--- src/dmem_settings.svh ---
// data memory geometry and latency settings shared by the packages and the RTL
`ifndef DMEM_SETTINGS_SVH
`define DMEM_SETTINGS_SVH

// width of one data word in bits
`define DMEM_WORD_BITS 32

// a block is the unit of every access, four words wide
`define DMEM_BLOCK_WORDS 4

// block address seen at the top level, 32 blocks in total
`define DMEM_BLOCK_ADDR_BITS 5

// the lowest block address bit picks the bank, so each bank sees one bit less
`define DMEM_BANK_ADDR_BITS (`DMEM_BLOCK_ADDR_BITS - 1)

// the latency counter saturates at all ones, which gives 2**bits edges of delay
`define DMEM_DELAY_CNTR_BITS 2

// full block width in bits
`define DMEM_BLOCK_BITS (`DMEM_WORD_BITS * `DMEM_BLOCK_WORDS)

`endif

--- src/mem_ctrl_pkg.sv ---
// control encodings for the data memory, decoded request opcodes and bank states
package mem_ctrl_pkg;

	// request kind decoded from the ren and wen levels
	// op_conflict marks ren and wen high together and never reaches a bank
	typedef enum logic [1:0]
	{
		op_idle = 2'd0,
		op_read = 2'd1,
		op_write = 2'd2,
		op_conflict = 2'd3
	} access_op_t;

	// bank sequencing
	// st_wait counts out the access latency
	// st_ready holds the result level while the request is kept up
	typedef enum logic [1:0]
	{
		st_idle = 2'd0,
		st_wait = 2'd1,
		st_ready = 2'd2
	} bank_state_t;

endpackage

--- src/mem_geom_pkg.sv ---
// data types describing the word, block and address geometry of the data memory
`include "dmem_settings.svh"

package mem_geom_pkg;

	// one data word as stored in a bank
	typedef logic [`DMEM_WORD_BITS-1:0] dword_t;

	// one block, flat and packed
	// word 0 sits in the lowest bits, word n starts at bit n times the word width
	typedef logic [`DMEM_BLOCK_BITS-1:0] dblock_t;

	// block address as the core presents it at the top level
	// bit 0 is the bank select, the upper bits index inside the bank
	typedef logic [`DMEM_BLOCK_ADDR_BITS-1:0] block_addr_t;

	// block index inside one bank, the top address without its bank bit
	typedef logic [`DMEM_BANK_ADDR_BITS-1:0] bank_addr_t;

endpackage

--- src/bank_if.sv ---
// request and response bundle between the router and one data memory bank
`timescale 1ns/1ps

interface bank_if
(
	input logic clock,
	input logic reset
);

	// request side, driven by the router as plain levels
	// the op level is the request itself and stays steady until the bank answers
	mem_ctrl_pkg::access_op_t op;
	mem_geom_pkg::bank_addr_t addr;
	mem_geom_pkg::dblock_t wdata;

	// response side, registered inside the bank
	// ready answers a read, done answers a write
	logic ready;
	logic done;
	mem_geom_pkg::dblock_t rdata;

	// the router also sees the clock and reset so it can check the two banks against each other
	modport router
	(
		input clock,
		input reset,
		output op,
		output addr,
		output wdata,
		input ready,
		input done,
		input rdata
	);

	// the bank takes its clock and reset through its own ports
	modport bank
	(
		input op,
		input addr,
		input wdata,
		output ready,
		output done,
		output rdata
	);

endinterface

--- src/dmem_bank.sv ---
// one data memory bank with latency counter, write capture and registered read-out
`timescale 1ns/1ps
`include "dmem_settings.svh"

module dmem_bank
(
	input logic clock,
	input logic reset,
	bank_if.bank port
);

	localparam int bank_depth = 2 ** `DMEM_BANK_ADDR_BITS;

	// value the counter takes at the first edge of an access, that edge already counts
	localparam logic [`DMEM_DELAY_CNTR_BITS-1:0] cntr_first =
		{{(`DMEM_DELAY_CNTR_BITS-1){1'b0}}, 1'b1};

	// storage is kept as words so each word of a block can be written on its own lane
	mem_geom_pkg::dword_t mem [bank_depth][`DMEM_BLOCK_WORDS];

	logic [`DMEM_DELAY_CNTR_BITS-1:0] delay_cntr;
	mem_ctrl_pkg::bank_state_t state;
	mem_ctrl_pkg::access_op_t cur_op;
	mem_geom_pkg::dblock_t wr_block;
	mem_geom_pkg::dblock_t rd_block;
	logic active;
	logic restart;
	logic delayed;
	logic read_fire;
	logic write_fire;
	logic write_commit;

	// only reads and writes count as work, idle and conflict both clear the bank
	assign active = (port.op == mem_ctrl_pkg::op_read) || (port.op == mem_ctrl_pkg::op_write);

	// a fresh access starts from idle, or when the op switches to the other kind mid-way
	assign restart = active && ((state == mem_ctrl_pkg::st_idle) || (port.op != cur_op));

	// the latency is over once the counter sits at all ones
	// a restart edge is always the first edge of a new wait, whatever the old count was
	assign delayed = (&delay_cntr) && !restart;

	assign read_fire = delayed && (port.op == mem_ctrl_pkg::op_read);
	assign write_fire = delayed && (port.op == mem_ctrl_pkg::op_write);

	// the block goes into memory once, at the edge that ends the wait
	assign write_commit = write_fire && (state == mem_ctrl_pkg::st_wait);

	// gather the addressed block, word 0 into the low bits
	always_comb
	begin
		for (int i = 0; i < `DMEM_BLOCK_WORDS; i++)
		begin
			rd_block[i*`DMEM_WORD_BITS +: `DMEM_WORD_BITS] = mem[port.addr][i];
		end
	end

	// FSM and latency counter
	always_ff @(posedge clock or negedge reset)
	begin
		if (!reset)
		begin
			state <= mem_ctrl_pkg::st_idle;
			cur_op <= mem_ctrl_pkg::op_idle;
			delay_cntr <= '0;
		end
		else if (!active)
		begin
			// dropping the op aborts or ends the access
			state <= mem_ctrl_pkg::st_idle;
			cur_op <= mem_ctrl_pkg::op_idle;
			delay_cntr <= '0;
		end
		else if (restart)
		begin
			state <= mem_ctrl_pkg::st_wait;
			cur_op <= port.op;
			delay_cntr <= cntr_first;
		end
		else
		begin
			// count up and hold at the top value
			if (!delayed)
			begin
				delay_cntr <= delay_cntr + 1'b1;
			end
			if ((state == mem_ctrl_pkg::st_wait) && delayed)
			begin
				state <= mem_ctrl_pkg::st_ready;
			end
		end
	end

	// write data is taken at the first edge of a write, later changes of wdata are ignored
	always_ff @(posedge clock)
	begin
		if (restart && (port.op == mem_ctrl_pkg::op_write))
		begin
			wr_block <= port.wdata;
		end
	end

	always_ff @(posedge clock)
	begin
		if (write_commit)
		begin
			for (int i = 0; i < `DMEM_BLOCK_WORDS; i++)
			begin
				mem[port.addr][i] <= wr_block[i*`DMEM_WORD_BITS +: `DMEM_WORD_BITS];
			end
		end
	end

	// response registers
	// a held read reloads rdata every edge from the address sampled at that edge
	always_ff @(posedge clock or negedge reset)
	begin
		if (!reset)
		begin
			port.ready <= 1'b0;
			port.done <= 1'b0;
			port.rdata <= '0;
		end
		else
		begin
			port.ready <= read_fire;
			port.done <= write_fire;
			port.rdata <= read_fire ? rd_block : '0;
		end
	end

	// the router turns a conflict into idle, so it must never arrive here
	a_no_conflict_op: assert property (@(posedge clock) disable iff (!reset)
		port.op != mem_ctrl_pkg::op_conflict)
		else $error("bank received op_conflict");

	a_ready_done_excl: assert property (@(posedge clock) disable iff (!reset)
		!(port.ready && port.done))
		else $error("bank raised ready and done together");

	// read data must never leak out while no read result is being presented
	a_rdata_quiet: assert property (@(posedge clock) disable iff (!reset)
		!port.ready |-> (port.rdata == '0))
		else $error("bank rdata not zero while ready is low");

endmodule

--- src/dmem_bank_router.sv ---
// request decode, bank steering and response merge for the two interleaved banks
`timescale 1ns/1ps
`include "dmem_settings.svh"

module dmem_bank_router
(
	input logic ren,
	input logic wen,
	input mem_geom_pkg::block_addr_t block_address,
	input mem_geom_pkg::dblock_t din,
	output logic ready,
	output logic done,
	output logic conflict,
	output mem_geom_pkg::dblock_t dout,
	bank_if.router bank0,
	bank_if.router bank1
);

	mem_ctrl_pkg::access_op_t req_op;
	mem_ctrl_pkg::access_op_t bank_op;
	logic bank_sel;
	mem_geom_pkg::bank_addr_t bank_index;

	// decode the two request levels into one opcode
	always_comb
	begin
		case ({ren, wen})
			2'b10: req_op = mem_ctrl_pkg::op_read;
			2'b01: req_op = mem_ctrl_pkg::op_write;
			2'b11: req_op = mem_ctrl_pkg::op_conflict;
			default: req_op = mem_ctrl_pkg::op_idle;
		endcase
	end

	// an illegal request is flagged at once and blocked from both banks
	assign conflict = (req_op == mem_ctrl_pkg::op_conflict);
	assign bank_op = conflict ? mem_ctrl_pkg::op_idle : req_op;

	// blocks interleave on the lowest address bit, the rest indexes inside the bank
	assign bank_sel = block_address[0];
	assign bank_index = block_address[`DMEM_BLOCK_ADDR_BITS-1:1];

	// the bank that is not addressed sees idle and clears itself
	assign bank0.op = bank_sel ? mem_ctrl_pkg::op_idle : bank_op;
	assign bank1.op = bank_sel ? bank_op : mem_ctrl_pkg::op_idle;

	// address and write data can go to both banks, only the selected one acts on them
	assign bank0.addr = bank_index;
	assign bank1.addr = bank_index;
	assign bank0.wdata = din;
	assign bank1.wdata = din;

	// an unselected bank holds its status low, so an OR merges the two cleanly
	assign ready = bank0.ready | bank1.ready;
	assign done = bank0.done | bank1.done;

	// read data follows the bank bit of the current address
	assign dout = bank_sel ? bank1.rdata : bank0.rdata;

	// only one bank is ever addressed, so at most one of them may be answering
	// a switch of bank lets the old one clear at the next edge while the new one still waits
	a_single_bank_busy: assert property (@(posedge bank0.clock) disable iff (!bank0.reset)
		!((bank0.ready || bank0.done) && (bank1.ready || bank1.done)))
		else $error("both banks reported a result in the same cycle");

endmodule

--- src/dmem_top.sv ---
// two-bank block data memory with plain request and result ports
`timescale 1ns/1ps

module dmem_top
(
	input logic clock,
	input logic reset,
	input logic ren,
	input logic wen,
	input mem_geom_pkg::block_addr_t block_address,
	input mem_geom_pkg::dblock_t din,
	output logic ready,
	output logic done,
	output logic conflict,
	output mem_geom_pkg::dblock_t dout
);

	// one bundle per bank, the clock and reset ride along for the router checks
	bank_if bank0_if
	(
		.clock(clock),
		.reset(reset)
	);

	bank_if bank1_if
	(
		.clock(clock),
		.reset(reset)
	);

	// the router is purely combinational, so the bank latency is the full top latency
	dmem_bank_router router
	(
		.ren(ren),
		.wen(wen),
		.block_address(block_address),
		.din(din),
		.ready(ready),
		.done(done),
		.conflict(conflict),
		.dout(dout),
		.bank0(bank0_if.router),
		.bank1(bank1_if.router)
	);

	// even block addresses
	dmem_bank bank0
	(
		.clock(clock),
		.reset(reset),
		.port(bank0_if.bank)
	);

	// odd block addresses
	dmem_bank bank1
	(
		.clock(clock),
		.reset(reset),
		.port(bank1_if.bank)
	);

endmodule

--- config.mk ---
export PLATFORM = sky130hd
export DESIGN_NAME = dmem_top
export DESIGN_NICKNAME = d
export VERILOG_FILES = /design/src/mem_ctrl_pkg.sv /design/src/mem_geom_pkg.sv /design/src/bank_if.sv /design/src/dmem_bank.sv /design/src/dmem_bank_router.sv /design/src/dmem_top.sv
export VERILOG_INCLUDE_DIRS = /design/src
export SDC_FILE = /design/constraint.sdc
export NUM_CORES = 2
export LEC_CHECK = 0
export BUFFER_PORTS_ARGS = -buffer_cell sky130_fd_sc_hd__buf_2
export CAP_MARGIN = 20
export CORE_MARGIN = 2
export CORE_UTILIZATION = 55
export DETAILED_ROUTE_END_ITERATION = 6
export GPL_TIMING_DRIVEN = 0
export PLACE_DENSITY_LB_ADDON = 0.1
export SLEW_MARGIN = 15
export SYNTH_ARGS = -nofsm -noshare
export SYNTH_HDL_FRONTEND = slang
export SYNTH_HIERARCHICAL = 1
export SYNTH_SLANG_ARGS = --single-unit
--- constraint.sdc ---
create_clock -name clock -period 12.2 [get_ports clock]
set_input_delay 2.44 -clock clock [delete_from_list [all_inputs] [get_ports clock]]
set_output_delay 2.44 -clock clock [all_outputs]
set_load 0.02 [all_outputs]
==> results_dict.tcl <==
set metrics [dict create \
    outcome "finished, final reports clean" \
    numCtsBuffers 454 \
    maxCapViolCount 0 \
    syn-num-nets 7459 \
    grt-ovfl-total 0 \
    r2r_start "bank0/cur_op[1]" \
    ys_types 31 \
    fp-row-count 205 \
    fin_tns_setup_ns 0 \
    yosysSeqAreaShare_pct 79.9 \
    clock.fmax_mhz 145 \
    dp_cells 12400 \
    synthAdderAreaFrac_pct 0.0436 \
    p_sw_share_pct 20.5 \
    pin_count 268 \
    power_frac_seq_pct 52.8 \
    gp_congestion 0.761 \
    path_class "input pin to flop" \
    critPathTopFamily "buffers and inverters" \
    finClkSkew_ns 0.0712 \
    portBuffers 134 \
    critPathMostFrequentCell "buf_4" \
    hold_viol 0 \
    nNetsFinal 8826 \
    ant_nets 0 \
    crit_chain "buf_6, buf_6, buf_6, nor3b_1, xor2_1, nor3_2, o211ai_1, clkbuf_1, nor3_2, buf_4, buf_4, buf_4, buf_4, buf_4, buf_4, buf_4" \
    p_clk_share_pct 43.9 \
    cts_resized 0 \
    fp.dieW_um 564 \
    pwr-share-comb_pct 3.3 \
    ir_drop_v 0.000132 \
    ys_warn_count 6 \
    whs_ns 0.530 \
    synth_compound_area_share_pct 3.02 \
    crit_arrival_ns 7.51 \
    cp_max_fo 10 \
    cts_setup_buffers 0 \
    rsz0062_at_grt "no" \
    worst_pin_slew_ns 1.16 \
    synthCells 7316 \
    cellPowerDensity_mw_per_mm2 162 \
    synth.avg_cell_area_um2 23.5 \
    insertion_delay_ns 1.01 \
    drv_slew 0 \
    first_global_vias 84700 \
    startpoint "block_address[0]" \
    antenna_found_initial 45 \
    root_buffer "clkbuf_16" \
    start_kind "input pin" \
    grt_max_degree 70 \
    drive_gt1_share_pct 35.5 \
    p_leak_nw 66.8 \
    power.switching_mw 6.68 \
    hp-start "bank0/cur_op[1]" \
    nFillCells 20600 \
    fin_cells 13300 \
    grt_usage_pct 29.3 \
    path_clk_slew_ns 0.06 \
    synth.cell_area_mm2 0.172 \
    drc 0 \
    synth-simple-area-share_pct 0.259 \
    cp.required_ns 12.84 \
    vias 84000 \
    muxShareOfSynthArea_pct 14.4 \
    crit_slowest_cell "nor3_2" \
    viasPerCell 6.34 \
    synth_xor_area_share_pct 0.0305 \
    die_height_um 564 \
    cpPeakStageDelay_ns 0.69 \
    dieArea_mm2 0.318 \
    finalCritPeriodShare_pct 56.4 \
    setup_viol 0 \
    synth_top_family_by_area "multiplexers" \
    hold_buffers 0 \
    cp_num_buf_inv 11 \
    cts.path.max_buffers 4 \
    cts_tree "yes" \
    relSlewSlack_pct 22.3 \
    core_mm2 0.312 \
    h-tree-depth 5 \
    intPower_mw 25.9 \
    fin_crit_ns 6.88 \
    dp_hpwl_um 319000 \
    synth-seq-cells 4624 \
    grt_first_pass_wirelength_um 647000 \
    drt_iter0_markers 10800 \
    dr.pass1.iters 6 \
    area_growth_syn_to_layout_pct 16.5 \
    drt-total-wl_um 463000 \
    wire_per_inst_um 34.9 \
    floorplan.initialDensity_pct 55.2 \
    min_path_type "flop to flop" \
    power_mw 32.6 \
    cts_sinks 4624 \
    worstSetupEndpointType "flop" \
]
## worst paths after layout
check	slack (ns)	cells past startpoint	to
setup / recovery	5.32	16	bank0/mem[8][75]
hold / removal	0.53	1	bank0/cur_op[1]
setup reg to reg	7.71	12	bank0/mem[8][75]
hold reg to reg	0.53	1	bank0/cur_op[1]
max in group asynchronous	9.32	3	bank0/port.rdata[43]
min in group asynchronous	1.39	1	bank1/port.rdata[113]
## layout by cell type, fill, tap and decap left out, types with 5 or more instances in the layout
master         n
a21oi_1      262
a22oi_1      512
buf_1         24
buf_12         5
buf_16        12
buf_2        204
buf_4        801
buf_6        275
buf_8         17
bufinv_16     47
clkbuf_1     313
clkbuf_16    457
clkbuf_2      15
clkbuf_8      63
clkinv_1      58
clkinv_16      6
clkinv_2      89
clkinvlp_4    17
dfrtp_1      272
diode_2       28
edfxtp_1    4352
ha_1           6
inv_1         10
inv_6          7
mux2_2        56
mux2_4        76
mux4_2      1024
nand2b_1       8
nor2_1        10
nor3_2        34
xor2_1         6
## cell type report
cell class                 count  area (um2)  share of cell area [%]
timing repair buffer         911        7730                    3.85
inverter                      10        37.5                  0.0187
antenna                       28        70.1                  0.0349
sequential                  4624      137000                    68.5
tap                         4140        5180                    2.58
buffer                       653        4050                    2.02
clock inverter               234        2600                    1.30
clock buffer                 622       12700                    6.32
multi-input combinational   2029       30800                    15.4
## registers in the layout (all words and copies together), names as in the netlist
| name | count |
|---|---|
| bank0/mem | 2048 |
| bank1/mem | 2048 |
| bank0/port.rdata | 128 |
| bank0/wr_block | 128 |
| bank1/port.rdata | 128 |
| bank1/wr_block | 128 |
| bank0/cur_op | 2 |
| bank0/delay_cntr | 2 |
| bank0/state | 2 |
| bank1/cur_op | 2 |
| bank1/delay_cntr | 2 |
| bank1/state | 2 |
| bank0/port.done | 1 |
| bank0/port.ready | 1 |
| bank1/port.done | 1 |
| bank1/port.ready | 1 |
## worst reg2reg max path: stages (launching register included)
cell and delay (ns):
dfrtp_1 0.38, xor2_1 0.17, nor3_2 0.45, o211ai_1 0.42, clkbuf_1 0.40, nor3_2 0.69, buf_4 0.32, buf_4 0.22
buf_4 0.23, buf_4 0.24, buf_4 0.23, buf_4 0.21, buf_4 0.22
## power by group through the flow
stage               clock network (mW)  logic [mW]  registers, mW
finish                            14.3        1.07           17.2
detailed placement                   0        1.08           17.5
CTS                               14.4        1.08           17.2
global placement                     0        1.04           17.5
global route                      15.0        1.12           17.2
floorplan                            0       0.690           17.5
## layer usage
metal | vias to the layer above | global-route usage [%] | routed length [um]
met5 | - | 0 | 258
met4 | 38 | 9.72 | 16300
met3 | 724 | 5.82 | 39700
met2 | 4073 | 47.1 | 226000
met1 | 45500 | 40.8 | 181000
li1 | 33600 | - | -
## stage by stage
stage	instance area (um2)	worst slack (ns)	util [%]
after floorplan	172000	-1.46	-
after global placement	178000	-18.41	57.1
after detailed placement	185000	4.40	59.4
after CTS	201000	5.41	64.4
after global routing	201000	5.19	64.4
final	201000	5.32	64.4
## Yosys cell counts, drive strengths merged
cell type / instances / area share, %
mux4: 1024 / 13
nor3b: 4 / 0.017
nand2: 4 / 0.0087
a22oi: 512 / 2.2
nand2b: 8 / 0.029
nor3: 34 / 0.10
or3: 2 / 0.0073
nor2: 10 / 0.022
ha: 6 / 0.044
buf: 427 / 1.8
o21ai: 2 / 0.0058
dfrtp: 272 / 4.0
inv: 10 / 0.022
a21oi: 262 / 0.76
and3b: 2 / 0.010
edfxtp: 4352 / 76
or2: 4 / 0.015
nor2b: 4 / 0.015
xor2: 6 / 0.031
clkbuf: 226 / 0.49
mux2i: 2 / 0.012
or3b: 2 / 0.010
o211ai: 4 / 0.017
mux2: 132 / 1.0
and2: 3 / 0.011
nand4b: 2 / 0.010
## logic make-up after synthesis
logic type / count (synthesis)
flip-flops: 4624
buffers and inverters: 663
XOR/XNOR: 6
multiplexers: 1158
AO/OA/AOI/OAI: 780
adder cells (fa/ha/maj): 6
AND/OR/NAND/NOR: 79
(Power assumes the default switching activity.)
